==> src/verilog/cpu_ctrl_pkg.sv <==
package cpu_ctrl_pkg;

    // ======================================================================
    // Instruction set
    // ======================================================================
    typedef enum logic [7:0] {
        NOP    = 8'h00,
        HLT    = 8'h01,
        LDI_A  = 8'h10,
        ANI    = 8'h11,
        LDA    = 8'h20,
        STA    = 8'h21,
        JMP    = 8'h30,
        JZ     = 8'h31,
        JNZ    = 8'h32,
        JN     = 8'h33,
        ADD_B  = 8'h40,
        SUB_B  = 8'h41,
        ANA_B  = 8'h42,
        CMP_B  = 8'h43,
        MOV_AB = 8'h50,
        MOV_BA = 8'h51,
        PHA    = 8'h60,
        PLA    = 8'h61
    } opcode_t;

    // Sequencer states
    typedef enum logic [2:0] {
        S_RESET          = 3'd0,
        S_INIT           = 3'd1,
        S_LATCH_ADDR     = 3'd2,
        S_READ_BYTE      = 3'd3,
        S_LATCH_BYTE     = 3'd4,
        S_CHK_MORE_BYTES = 3'd5,
        S_EXECUTE        = 3'd6,
        S_HALT           = 3'd7
    } fsm_state_t;

    typedef enum logic [1:0] {
        ALU_NONE = 2'd0,
        ALU_ADD  = 2'd1,
        ALU_SUB  = 2'd2,
        ALU_AND  = 2'd3
    } alu_op_t;

    // ======================================================================
    // Control word to the datapath
    // ======================================================================
    typedef struct packed {
        logic    load_origin;        // PC to reset vector
        logic    load_sp_default;
        logic    load_mar_pc;
        logic    load_mar_sp;
        logic    load_mar_addr_low;
        logic    load_mar_addr_high;
        logic    oe_ram;
        logic    load_ram;
        logic    pc_enable;          // PC increment
        logic    load_ir;
        logic    load_temp_1;
        logic    load_temp_2;
        logic    oe_temp_1;
        logic    oe_temp_2;
        logic    load_pc_low_byte;
        logic    load_pc_high_byte;
        logic    check_zero;
        logic    check_not_zero;
        logic    check_negative;
        logic    halt;
        logic    last_step;
        alu_op_t alu_op;
        logic    alu_src2_temp1;     // Immediate operand instead of B
        logic    oe_alu;
        logic    load_a;
        logic    load_b;
        logic    oe_a;
        logic    oe_b;
        logic    load_status;
        logic    load_sets_zn;       // Z/N from the bus value instead of the ALU
        logic    sp_dec;
        logic    sp_inc;
    } control_word_t;

    // Status flag positions
    localparam int FLAG_WIDTH = 3;
    localparam int FLAG_ZERO  = 0;
    localparam int FLAG_CARRY = 1;
    localparam int FLAG_NEG   = 2;

endpackage

==> src/verilog/microcode_store.sv <==
`timescale 1ns/1ns

module microcode_store #(
    parameter int MICROSTEP_BITS = 3
) (
    input  cpu_ctrl_pkg::opcode_t       opcode,
    input  logic [MICROSTEP_BITS-1:0]   microstep,
    output logic [1:0]                  operand_count,
    output cpu_ctrl_pkg::control_word_t rom_word
);

    import cpu_ctrl_pkg::*;

    // ======================================================================
    // Operand bytes per opcode
    // ======================================================================
    always_comb begin
        case (opcode)
            LDI_A, ANI:                      operand_count = 2'd1;
            LDA, STA, JMP, JZ, JNZ, JN:      operand_count = 2'd2;
            default:                         operand_count = 2'd0; // Unknown ones too
        endcase
    end

    // ======================================================================
    // Microcode table
    // ======================================================================
    always_comb begin
        rom_word = '0;
        case (opcode)
            NOP: begin
                if (microstep == 0) rom_word.last_step = 1'b1;
            end

            HLT: begin
                if (microstep == 0) rom_word.halt = 1'b1;
            end

            // Low byte first and the check decides whether step 1 happens
            JMP, JZ, JNZ, JN: begin
                case (microstep)
                    0: begin
                        rom_word.oe_temp_1        = 1'b1;
                        rom_word.load_pc_low_byte = 1'b1;
                        rom_word.check_zero       = (opcode == JZ);
                        rom_word.check_not_zero   = (opcode == JNZ);
                        rom_word.check_negative   = (opcode == JN);
                    end
                    1: begin
                        rom_word.oe_temp_2         = 1'b1;
                        rom_word.load_pc_high_byte = 1'b1;
                        rom_word.last_step         = 1'b1;
                    end
                    default: ;
                endcase
            end

            ADD_B, SUB_B, ANA_B, CMP_B, ANI: begin
                case (microstep)
                    0: begin
                        case (opcode)
                            ADD_B:          rom_word.alu_op = ALU_ADD;
                            SUB_B, CMP_B:   rom_word.alu_op = ALU_SUB;
                            default:        rom_word.alu_op = ALU_AND;
                        endcase
                        rom_word.oe_temp_1      = (opcode == ANI);
                        rom_word.alu_src2_temp1 = (opcode == ANI);
                    end
                    1: begin
                        // Compare only updates the flags
                        rom_word.oe_alu      = (opcode != CMP_B);
                        rom_word.load_a      = (opcode != CMP_B);
                        rom_word.load_status = 1'b1;
                        rom_word.last_step   = 1'b1;
                    end
                    default: ;
                endcase
            end

            MOV_AB, MOV_BA: begin
                if (microstep == 0) begin
                    rom_word.oe_a      = (opcode == MOV_AB);
                    rom_word.load_b    = (opcode == MOV_AB);
                    rom_word.oe_b      = (opcode == MOV_BA);
                    rom_word.load_a    = (opcode == MOV_BA);
                    rom_word.last_step = 1'b1;
                end
            end

            LDI_A: begin
                if (microstep == 0) begin
                    rom_word.oe_temp_1    = 1'b1;
                    rom_word.load_a       = 1'b1;
                    rom_word.load_status  = 1'b1;
                    rom_word.load_sets_zn = 1'b1;
                    rom_word.last_step    = 1'b1;
                end
            end

            // Address into MAR in two halves, then the data transfer
            LDA, STA: begin
                case (microstep)
                    0: rom_word.oe_temp_1 = 1'b1;
                    1: begin
                        rom_word.oe_temp_1         = 1'b1;
                        rom_word.load_mar_addr_low = 1'b1;
                    end
                    2: rom_word.oe_temp_2 = 1'b1;
                    3: begin
                        rom_word.oe_temp_2          = 1'b1;
                        rom_word.load_mar_addr_high = 1'b1;
                    end
                    4: begin
                        rom_word.oe_ram = (opcode == LDA);
                        rom_word.oe_a   = (opcode == STA);
                    end
                    5: begin
                        rom_word.oe_ram       = (opcode == LDA);
                        rom_word.load_a       = (opcode == LDA);
                        rom_word.load_status  = (opcode == LDA);
                        rom_word.load_sets_zn = (opcode == LDA);
                        rom_word.oe_a         = (opcode == STA);
                        rom_word.load_ram     = (opcode == STA);
                        rom_word.last_step    = 1'b1;
                    end
                    default: ;
                endcase
            end

            // Empty descending stack
            PHA: begin
                case (microstep)
                    0: rom_word.load_mar_sp = 1'b1;
                    1: rom_word.sp_dec      = 1'b1;
                    2: rom_word.oe_a        = 1'b1;
                    3: begin
                        rom_word.oe_a      = 1'b1;
                        rom_word.load_ram  = 1'b1;
                        rom_word.last_step = 1'b1;
                    end
                    default: ;
                endcase
            end

            PLA: begin
                case (microstep)
                    0: rom_word.sp_inc      = 1'b1;
                    1: rom_word.load_mar_sp = 1'b1;
                    2: rom_word.oe_ram      = 1'b1;
                    3: begin
                        rom_word.oe_ram       = 1'b1;
                        rom_word.load_a       = 1'b1;
                        rom_word.load_status  = 1'b1;
                        rom_word.load_sets_zn = 1'b1;
                        rom_word.last_step    = 1'b1;
                    end
                    default: ;
                endcase
            end

            default: begin
                if (microstep == 0) rom_word.halt = 1'b1; // Unknown opcode stops the CPU
            end
        endcase
    end

endmodule

==> src/verilog/fetch_sequencer.sv <==
`timescale 1ns/1ns

module fetch_sequencer #(
    parameter int MICROSTEP_BITS = 3
) (
    input  logic                        clk,
    input  logic                        reset,
    input  logic [1:0]                  operand_count,
    input  logic                        step_end,
    input  logic                        halt_req,
    output cpu_ctrl_pkg::control_word_t fetch_word,
    output logic                        executing,
    output logic [MICROSTEP_BITS-1:0]   microstep
);

    import cpu_ctrl_pkg::*;

    fsm_state_t                state;
    fsm_state_t                state_next;
    logic [1:0]                byte_count;      // Bytes of this instruction latched so far
    logic [1:0]                byte_count_next;
    logic [MICROSTEP_BITS-1:0] microstep_next;

    // ======================================================================
    // State registers
    // ======================================================================
    always_ff @(posedge clk) begin
        if (reset) begin
            state      <= S_RESET;
            byte_count <= 2'd0;
            microstep  <= '0;
        end else begin
            state      <= state_next;
            byte_count <= byte_count_next;
            microstep  <= microstep_next;
        end
    end

    // ======================================================================
    // Next state and fetch-phase bits
    // ======================================================================
    always_comb begin
        state_next      = state;
        byte_count_next = byte_count;
        microstep_next  = microstep;
        fetch_word      = '0;

        case (state)
            S_RESET: state_next = S_INIT;

            S_INIT: begin
                fetch_word.load_origin     = 1'b1;
                fetch_word.load_sp_default = 1'b1;
                state_next                 = S_LATCH_ADDR;
            end

            S_LATCH_ADDR: begin
                fetch_word.load_mar_pc = 1'b1;
                state_next             = S_READ_BYTE;
            end

            S_READ_BYTE: begin
                fetch_word.oe_ram = 1'b1;  // Give RAM a cycle to drive the bus
                state_next        = S_LATCH_BYTE;
            end

            S_LATCH_BYTE: begin
                fetch_word.oe_ram    = 1'b1;
                fetch_word.pc_enable = 1'b1;
                // Opcode first, then the operands in order
                case (byte_count)
                    2'd0:    fetch_word.load_ir     = 1'b1;
                    2'd1:    fetch_word.load_temp_1 = 1'b1;
                    2'd2:    fetch_word.load_temp_2 = 1'b1;
                    default: ;
                endcase
                byte_count_next = byte_count + 2'd1;
                state_next      = S_CHK_MORE_BYTES;
            end

            // Opcode is already in the IR here, so operand_count is valid
            S_CHK_MORE_BYTES: begin
                if (byte_count > operand_count) begin
                    byte_count_next = 2'd0;
                    state_next      = S_EXECUTE;
                end else begin
                    state_next = S_LATCH_ADDR;
                end
            end

            S_EXECUTE: begin
                if (halt_req) begin
                    microstep_next = '0;
                    state_next     = S_HALT;
                end else if (step_end) begin
                    microstep_next = '0;
                    state_next     = S_LATCH_ADDR;
                end else begin
                    microstep_next = microstep + 1'b1;
                end
            end

            S_HALT: state_next = S_HALT; // Only reset leaves

            default: state_next = S_HALT;
        endcase
    end

    assign executing = (state == S_EXECUTE);

endmodule

==> src/verilog/step_resolver.sv <==
`timescale 1ns/1ns

module step_resolver (
    input  logic                                  executing,
    input  cpu_ctrl_pkg::control_word_t           rom_word,
    input  logic [cpu_ctrl_pkg::FLAG_WIDTH-1:0]   flags,
    input  cpu_ctrl_pkg::control_word_t           fetch_word,
    output logic                                  step_end,
    output logic                                  halt_req,
    output cpu_ctrl_pkg::control_word_t           control_word
);

    import cpu_ctrl_pkg::*;

    logic check_any;   // Step carries a branch condition
    logic cond_met;
    logic cond_fail;

    // ======================================================================
    // Branch conditions
    // ======================================================================
    assign check_any = rom_word.check_zero | rom_word.check_not_zero |
                       rom_word.check_negative;

    assign cond_met = (rom_word.check_zero     &  flags[FLAG_ZERO]) |
                      (rom_word.check_not_zero & ~flags[FLAG_ZERO]) |
                      (rom_word.check_negative &  flags[FLAG_NEG]);

    assign cond_fail = executing & check_any & ~cond_met;

    // Untaken branch finishes the instruction early
    assign step_end = executing & (cond_fail | rom_word.last_step);
    assign halt_req = executing & rom_word.halt;

    // ======================================================================
    // Output word
    // ======================================================================
    always_comb begin
        if (executing) begin
            control_word = rom_word;
            if (cond_fail) begin
                control_word.load_pc_low_byte  = 1'b0; // Keep the sequential PC
                control_word.load_pc_high_byte = 1'b0;
            end
        end else begin
            control_word = fetch_word;
        end
    end

endmodule

==> src/verilog/cpu_control.sv <==
`timescale 1ns/1ns

module cpu_control #(
    parameter int MICROSTEP_BITS = 3
) (
    input  logic                                clk,
    input  logic                                reset,
    input  cpu_ctrl_pkg::opcode_t               opcode,
    input  logic [cpu_ctrl_pkg::FLAG_WIDTH-1:0] flags,
    output cpu_ctrl_pkg::control_word_t         control_word
);

    import cpu_ctrl_pkg::*;

    logic [1:0]                operand_count;
    logic [MICROSTEP_BITS-1:0] microstep;
    control_word_t             rom_word;
    control_word_t             fetch_word;
    logic                      executing;
    logic                      step_end;
    logic                      halt_req;

    // Opcode and step to microcode word
    microcode_store #(
        .MICROSTEP_BITS (MICROSTEP_BITS)
    ) u_microcode_store (
        .opcode        (opcode),
        .microstep     (microstep),
        .operand_count (operand_count),
        .rom_word      (rom_word)
    );

    fetch_sequencer #(
        .MICROSTEP_BITS (MICROSTEP_BITS)
    ) u_fetch_sequencer (
        .clk           (clk),
        .reset         (reset),
        .operand_count (operand_count),
        .step_end      (step_end),
        .halt_req      (halt_req),
        .fetch_word    (fetch_word),
        .executing     (executing),
        .microstep     (microstep)
    );

    step_resolver u_step_resolver (
        .executing    (executing),
        .rom_word     (rom_word),
        .flags        (flags),
        .fetch_word   (fetch_word),
        .step_end     (step_end),
        .halt_req     (halt_req),
        .control_word (control_word)
    );

endmodule

==> config.mk <==
export PLATFORM = sky130hd
export DESIGN_NAME = cpu_control
export DESIGN_NICKNAME = d
export VERILOG_FILES = /design/src/verilog/cpu_ctrl_pkg.sv /design/src/verilog/microcode_store.sv /design/src/verilog/fetch_sequencer.sv /design/src/verilog/step_resolver.sv /design/src/verilog/cpu_control.sv
export SDC_FILE = /design/constraint.sdc
export NUM_CORES = 1
export LEC_CHECK = 0
export BUFFER_PORTS_ARGS = -buffer_cell sky130_fd_sc_hd__buf_2
export CORE_ASPECT_RATIO = 0.5
export CORE_MARGIN = 10
export CORE_UTILIZATION = 33
export CTS_CLUSTER_SIZE = 12
export DETAILED_ROUTE_END_ITERATION = 6
export PLACE_DENSITY_LB_ADDON = 0.3
export SYNTH_ARGS = -nofsm -noshare
export SYNTH_HDL_FRONTEND = slang
export SYNTH_SLANG_ARGS = --single-unit
==> constraint.sdc <==
create_clock -name clk -period 2.11 [get_ports clk]
set_clock_uncertainty 0.2 [all_clocks]
set_input_delay 0.1055 -clock clk [delete_from_list [all_inputs] [get_ports clk]]
set_output_delay 0.1055 -clock clk [all_outputs]
set_load 0.02 [all_outputs]
======== Word level (Yosys, flattened, before mapping) ========
Cells that the tools add are included.
storage, ports and cells
  input bits .............................. 13
  output and inout port bits .............. 33
  logic and storage cells ................. 130
  flip-flop bits (word level) ............. 8
cells by class
  muxes and demuxes ....................... 55
  reductions and logical operators ........ 22
  order comparisons ....................... 1
  bitwise operators ....................... 14
  add/subtract/negate cells ............... 2
  equal/unequal tests ..................... 33
operator list
  operator                                             count
  equality test 8 x 7 -> 1 bit, second input constant  8
  equality test 8 x 6 -> 1 bit, second input constant  6
  2-to-1 mux 33 bit                                    1
  one-hot mux 3 bit (8 select lines)                   1
  2-to-1 mux 1 bit                                     21
  2-to-1 mux 3 bit                                     7
  equality test 3 bit, second input constant           6
  OR reduction 2 bit                                   9
  OR reduction 17 bit                                  1
  equality test 8 x 5 -> 1 bit, second input constant  2
  2-to-1 mux 2 bit                                     8
  equality test 3 x 2 -> 1 bit, second input constant  4
  2-to-1 mux 4 bit                                     3
  one-hot mux 2 bit (2 select lines)                   3
  OR reduction 5 bit                                   2
  one-hot mux 1 bit (3 select lines)                   3
  OR reduction 9 bit                                   1
  logical NOT 8 bit                                    1
  != test 8 x 7 -> 1 bit, second input constant        1
  one-hot mux 1 bit (2 select lines)                   4
  one-hot mux 1 bit (4 select lines)                   2
  OR reduction 4 bit                                   2
  bitwise AND 1 bit                                    7
  equality test 3 x 1 -> 1 bit, second input constant  2
  other kinds (16)                                     22

======== Depth between registers and ports, before layout ========
Gate-level depths: netlist (run 1).
  depth in word-level cells ............... 13
  depth in mapped cells ................... 12
  gate-level depth less buffers ........... 11

======== Cells and area by module ========
A second synthesis (run 1) with hierarchy kept.
second synthesis, totals
  cell total of the unflattened synthesis .. 227
  area total of the unflattened synthesis .. 1771.7 µm²
by module, submodules not included
  module           times used  cells each  area an instance (µm²)  sequential area each (µm²)
  fetch_sequencer  1           87          710.7                   160.2
  microcode_store  1           96          593.1                   0.0
  step_resolver    1           44          467.9                   0.0

======== Worst setup path after synthesis (run 1) ========
Ideal clock, no wire load.
  kind .................................... flip-flop to output port
  from .................................... register u_fetch_sequencer.state[1]
  to ...................................... output port control_word[18] (netlist bit)
  cell stages (with the launch flop) ...... 6
  path slack .............................. -0.277 ns
  path buffers ............................ 2
  data arrival time ....................... 2.082 ns
  data required time ...................... 1.804 ns
  path through ............................ dfxtp_1 buf_2 nand2_1 or2_2 buf_2 a2111oi_0
RTL lines
  element                   RTL line               source
  start: declaration        fetch_sequencer.sv:18  fsm_state_t state;
  start signal: assignment  fetch_sequencer.sv:33  state <= state_next;
  end: declaration          cpu_control.sv:10      output cpu_ctrl_pkg::control_word_t control_word

==> reports/qor.csv, run 1 <==
metric,value,unit
status,"finished, final reports clean",
setup ws final,0.0974,ns
leakage power,0.782,nW
clock sinks,8,
post-synthesis average cell area,6.54,um2
TritonCTS clock tree,done,
PD cells,293,nW/um2
critical path class,reg -> out,
maxcap violations,0,
Ys Warns,0,
asr flop ratio synth,0,%
initial antenna violation count,0,
DRC,0,
number of global-route vias before repair,1385,
critical path data arrival time,1.71,ns
CP max stage delay,0.33,ns
clock network fraction of total power,36.4,%
dominant synthesized flop cell,dfxtp_1,
Post-Place Worst Slack,-0.183,ns
largest area contributor in the netlist,dfxtp_1,
most frequent cells after synthesis,"nor2_1, nand2_1",
HPWL after detailed placement,3260,um
"count leader, synth",nor2_1,
"Distinct cells, synth",50,
syn nets,199,
die width,104,um
sequential area share after synthesis,13.8,%
diode count,0,
# setup viols final,0,
Max VDD drop,0.198,mV
most frequent CP cell,ha_1,
Max-slew headroom,75.9,%
Post-synth EDFFs,0,
Worst-path clk slew,0.04,ns
Crit Path Max Fanout,6,
number of routed nets with antenna violations,0,
count of input and output buffers,44,
sw frac,30.4,%
core box area,3400,um2
RSZ-0062 raised after global routing,true,
gr usage total,11.9,%
clk buf depth,2,
via count,1513,
register-to-register setup slack,0.17,ns
Seq pwr share,33.1,%
Via density,5.16,
Setup crit end kind,primary output,
# nets final,266,
Seq cells post-synth,8,
Power Internal,0.000346,W
Final TNS setup,0,ns
first-pass GRT wire length,6400,um
Post-Synthesis Cell Area,1160,um2
fmax,0.497,GHz
post-DR wirelength/cell,13.8,um
Startpoint Class,flip-flop,
initial core utilization,34.1,%
Die ar.,6420,um2
NetSw,0.000151,W
CP Cell Sequence,"buf_4, ha_1, ha_1, nand3_1, a31oi_2, a21oi_2, nor2_1, buf_2",
final period utilization,95.4,%
final WL,4030,um
WP data required,1.80,ns
fraction of layout cells with a size suffix above 1,40.5,%
Synth top area share,13.8,%
P&R area growth vs syn,46.9,%
final slew viol count,0,
GR Overflow Total,0,
Slowest cell on crit path,dfxtp_1,
Area contributors post-synth,"dfxtp_1, nor2_1, ha_1",
Die Height,61.9,um
CP top delay family,flip-flops,
Syn Inst Count,177,
IO Pins,46,
H-tree levels,1,
largest net degree at the start of global routing,21,
Slew @ Worst Pin,0.360,ns
FP Rows,15,
first-pass iteration count of the detailed router,4,
Hold Crit Class,reg -> reg,
fin crit period,2.01,ns
RePlAce Congestion,0.931,
clk root buf,clkbuf_8,
combinational fraction of design power,30.5,%
worst skew pair latency,0.23,ns
CTS Buf Count,3,
Worst Path Buf+Inv,2,
final hold vios,0,
Initial DRC Count,110,
-- power by group through the flow --
stage	clock network [W]	registers [W]	logic, W
2_1_floorplan	0	0.000162	0.0000872
3_3_place_gp	0	0.000165	0.000140
3_5_place_dp	0	0.000166	0.000141
4_1_cts	0.000188	0.000164	0.000144
5_1_grt	0.000195	0.000165	0.000166
6_report	0.000181	0.000164	0.000152
-- cell type report --
type                            count  area [um2]
Tap cell                           51        63.8
Multi-Input combinational cell    152         978
Inverter                            9        33.8
Sequential cell                     8         163
Clock buffer                        3        41.3
Timing Repair Buffer               70         420
Fill cell                         374        1700
-- cells by family (layout without fill, tap and decap cells) --
kind of cell	Yosys count	in the layout	share of synthesized area [%]
compound gates	38	38	23.0
fa+ha+maj	9	9	9.73
buf+inv	17	82	7.13
flops	8	8	13.8
simple gates	105	105	46.3
-- what timing repair did --
action | in CTS | in global routing
endpoints found under the hold margin | 5 | 0
resized for setup | 4 | 14
hold buffers | 1 | 0
setup endpoints to repair | 5 | 16
pin swaps | 1 | 2
setup buffers | 1 | 2
-- state kept, by name, indices dropped and copies added (netlist names) --
register and flops:
u_fetch_sequencer.byte_count 2, u_fetch_sequencer.microstep 3, u_fetch_sequencer.state 3
-- layer usage --
metal / track usage (%) / share of wire [%] / vias up
met4: 4.13 / 0.32 / 0
met2: 20.5 / 49 / 29
met5: 0 / 0 / -
li1: - / - / 759
met1: 14.9 / 46 / 723
met3: 2.47 / 4.5 / 2
-- stage by stage --
step | cell area [um2] | power, W | std cells | util, % | hold slack [ns]
after floorplan | 1160 | 0.000249 | 177 | - | -0.0321
after CTS | 1630 | 0.000496 | 291 | 48.0 | 0.317
after global placement | 1560 | 0.000306 | 286 | 46.0 | 0.156
final | 1700 | 0.000498 | 293 | 50.1 | 0.313
after global routing | 1700 | 0.000527 | 293 | 50.1 | 0.359
after detailed placement | 1560 | 0.000307 | 286 | 46.0 | 0.166
-- cell usage in the layout, fill, tap and decap left out, types with 4 or more instances in the layout --
cell type and n:
a21oi_1 7, and2_1 4, buf_2 43, buf_4 26
dfxtp_1 6, ha_1 8, inv_1 8, nand2_1 25
nand3_1 9, nor2_1 30, nor3_1 9, o21ai_0 6
-- path summary, 6_finish.rpt --
check,startpoint,endpoint,depth (start not counted)
setup / recovery,u_fetch_sequencer.microstep[1],control_word[12],8
hold / removal,u_fetch_sequencer.byte_count[0],u_fetch_sequencer.byte_count[0],1
setup reg to reg,u_fetch_sequencer.microstep[0],u_fetch_sequencer.microstep[2],8
hold reg to reg,u_fetch_sequencer.byte_count[0],u_fetch_sequencer.byte_count[0],1
Power figures use the tool's default switching activity.
==> run 2, diff against run 1 <==
--- a/config.mk
+++ b/config.mk
@@ -12,6 +12,8 @@
 export CTS_CLUSTER_SIZE = 12
 export DETAILED_ROUTE_END_ITERATION = 6
 export PLACE_DENSITY_LB_ADDON = 0.3
+export SLEW_MARGIN = 5
 export SYNTH_ARGS = -nofsm -noshare
 export SYNTH_HDL_FRONTEND = slang
+export SYNTH_HIERARCHICAL = 1
 export SYNTH_SLANG_ARGS = --single-unit
==> run 2 against run 1 <==
The run now ends with negative setup slack left. Final area rose by 53%. Setup slack got worse by 0.21 ns. Die area is 38% higher. Utilization increased by 1.2 points. Maximum frequency shrank 9.5%. Via count rose by 24%. Non-clock buffer count grew 30. Sequential power is 4% lower. Combinational power grew 96%. Critical endpoint is now control_word[7]. Largest power group is now combinational cells. Highest routed layer unchanged.
==> reports/qor.csv, run 2 <==
metric,value,unit,change
count of input and output buffers,44,,unchanged
H-tree levels,1,,unchanged
Initial DRC Count,48,,-56%
reg2reg end,u_fetch_sequencer/state[2],,
worst skew pair latency,0.23,ns,about the same
FP Rows,18,,+3
Via density,4.84,,-6.2%
number of global-route vias before repair,1885,,+36%
area of the multi-input gates,1570,um2,+61%
core box area,5070,um2,+49%
Post-synth EDFFs,0,,unchanged
fin crit period,2.22,ns,+0.212 ns
Max VDD drop,0.302,mV,+53%
setup ws final,-0.115,ns,-0.212 ns
initial core utilization,35.0,%,+0.89 points
"count leader, synth",buf_4,,
Post-Place Worst Slack,-0.178,ns,+0.00535 ns
critical path class,reg -> out,,
maxcap violations,0,,unchanged
final period utilization,105,%,+10 points
post-synthesis average cell area,7.80,um2,+19%
"commonest non-fill, non-tap cell in the layout",buf_4,,
fmax,0.449,GHz,-9.5%
sequential area share after synthesis,9.04,%,-4.8 points
Largest regs,"u_fetch_sequencer/microstep: 3 flops, u_fetch_sequencer/state: 3 flops, u_fetch_sequencer/byte_count: 2 flops",,
Die ar.,8880,um2,+38%
clock sinks,8,,unchanged
DRC,0,,unchanged
gr usage total,12.0,%,+0.015 points
leakage power,1.15,nW,+47%
# nets final,337,,+27%
Ys Warns,6,,+6
final std cells w/o fill,386,,+32%
WHS,0.343,ns,+0.0304 ns
Hold Crit Class,reg -> reg,,
GR Overflow Total,0,,unchanged
via count,1869,,+24%
register area,171,um2,+5.4%
# setup viols final,9,,+9
most frequent cells in the layout,"buf_4, buf_2, conb_1, mux2_2, nor2_1",,
first-pass iteration count of the detailed router,4,,unchanged
RR Startpoint,u_fetch_sequencer/microstep[1],,
final hold vios,0,,unchanged
Startpoint Class,flip-flop,,
placed insts,376,,+31%
Max-slew headroom,54.3,%,-22 points
status,finished with violations,,
first-pass GRT wire length,9000,um,+41%
Setup crit end kind,primary output,,
Worst-path clk slew,0.04,ns,about the same
Area contributors post-synth,"mux2_2, buf_4, dfxtp_1",,
Seq cells post-synth,8,,unchanged
first element of the critical path,u_fetch_sequencer/microstep[1],,
dominant synthesized flop cell,dfxtp_1,,
final WL,5420,um,+34%
diode count,0,,unchanged
Reg2Reg Depth,8,,unchanged
Slew @ Worst Pin,0.679,ns,+0.319 ns
initial antenna violation count,0,,unchanged
number of routed nets with antenna violations,0,,unchanged
asr flop ratio synth,0,%,unchanged
critical path data arrival time,1.92,ns,+0.21 ns
fraction of layout cells with a size suffix above 1,55.7,%,+15 points
PD cells,246,nW/um2,-16%
Worst Hold Launch,u_fetch_sequencer/byte_count[0],,
HPWL after detailed placement,4190,um,+28%
clk buf depth,2,,unchanged
Syn Inst Count,227,,+28%
die width,124,um,+19%
most frequent cells after synthesis,"buf_4, mux2_2, nor2_1, nand2_1, a21oi_1",,
largest net degree at the start of global routing,15,,-29%
Synth top area share,19.7,%,+5.9 points
WHS Endpoint,u_fetch_sequencer/byte_count[0],,
fillcell total,512,,+37%
CTS Buf Count,3,,unchanged
IO Pins,46,,unchanged
final slew viol count,0,,unchanged
post-DR wirelength/cell,14.0,um,+2.0%
RePlAce Congestion,0.945,,+1.4%
TritonCTS clock tree,done,,
Crit Path Max Fanout,5,,-1
Worst Hold Path Cells,1,,unchanged
WP data required,1.80,ns,about the same
clk root buf,clkbuf_8,,
Die Height,71.8,um,+16%
failing checks,negative setup slack,,
Post-Synthesis Cell Area,1770,um2,+53%
largest area contributor in the netlist,mux2_2,,
"Distinct cells, synth",49,,-2.0%
register-to-register setup slack,-0.10,ns,-0.27 ns
P&R area growth vs syn,46.5,%,
RSZ-0062 raised after global routing,true,,
-- run 2: changes by cell type after synthesis, moves of 4 or more --
cell      previous run  this run
buf_4                2        35
nand2_1             25        12
nand3b_1             1         5
nand3_1              9         4
buf_6                1         5
mux2_2               0        31
nor2_1              31        19
-- run 2: layout make-up --
| cell class | instances | area share [%] |
|---|---|---|
| Clock buffer | 3 | 1.59 |
| Sequential cell | 8 | 6.61 |
| Timing Repair Buffer | 100 | 26.6 |
| Inverter | 8 | 1.16 |
| Tap cell | 70 | 3.38 |
| Multi-Input combinational cell | 197 | 60.7 |
-- run 2: what timing repair did --
action                                  4_1_cts  5_1_grt
setup buffers                                 4        3
endpoints found under the setup margin       13       14
pin swaps                                     4       18
hold endpoints to repair                      6        0
resized for setup                            30       27
gates cloned                                  0        0
hold buffers                                  1        0
-- run 2: worst max-delay path, cell delays in order (launching register included) --
cell	delay, ns
dfxtp_4	0.38
or3_4	0.16
buf_6	0.10
o22ai_2	0.06
a32oi_2	0.21
or3b_1	0.38
mux2_4	0.27
buf_6	0.13
-- run 2: how the worst max path moves through the flow --
stage,to,slack [ns]
global route,u_fetch_sequencer/state[2],-0.21
CTS,control_word[7],-0.10
floorplan,u_fetch_sequencer/state[2],0.02
global placement,u_fetch_sequencer/state[2],-0.17
detailed placement,u_fetch_sequencer/state[2],-0.18
finish,control_word[7],-0.11
-- run 2: report_power, final --
group	switching [W]	internal [W]	total, W	leakage, nW
Combinational	0.000166	0.000132	0.000298	1.06
Clock	0.0000603	0.000124	0.000184	0.0216
Sequential	0.00000331	0.000153	0.000157	0.0675
Total	0.000230	0.000409	0.000638	1.15
-- run 2: stage by stage --
stage | util (%) | setup TNS, ns | area [um2] | total power [W]
3_3_place_gp | 44.9 | -0.643 | 2270 | 0.000428
4_1_cts | 48.6 | -0.162 | 2460 | 0.000629
3_5_place_dp | 44.9 | -0.798 | 2270 | 0.000432
6_report | 51.2 | -0.427 | 2590 | 0.000638
2_1_floorplan | - | 0 | 1940 | 0.000378
5_1_grt | 51.2 | -1.41 | 2590 | 0.000686
-- run 2: cell families after synthesis --
family / after synthesis / share of synthesized area (%)
muxes: 34 / 21.4
and+or+nand+nor: 88 / 30.2
xor gates and xnor gates: 1 / 0.494
adders and majority gates: 6 / 4.24
AOI/OAI and AO/OA: 36 / 13.4
DFF: 8 / 9.04
other: 2 / 0.424
buffers and inverters: 52 / 20.8
-- run 2: per-layer routing --
layer	vias to the layer above	part of all wire, %	GRT usage (%)
met4	0	0.57	1.54
li1	938	-	-
met1	894	43	13.8
met2	33	52	22.2
met5	-	0	0
met3	4	4.5	2.97
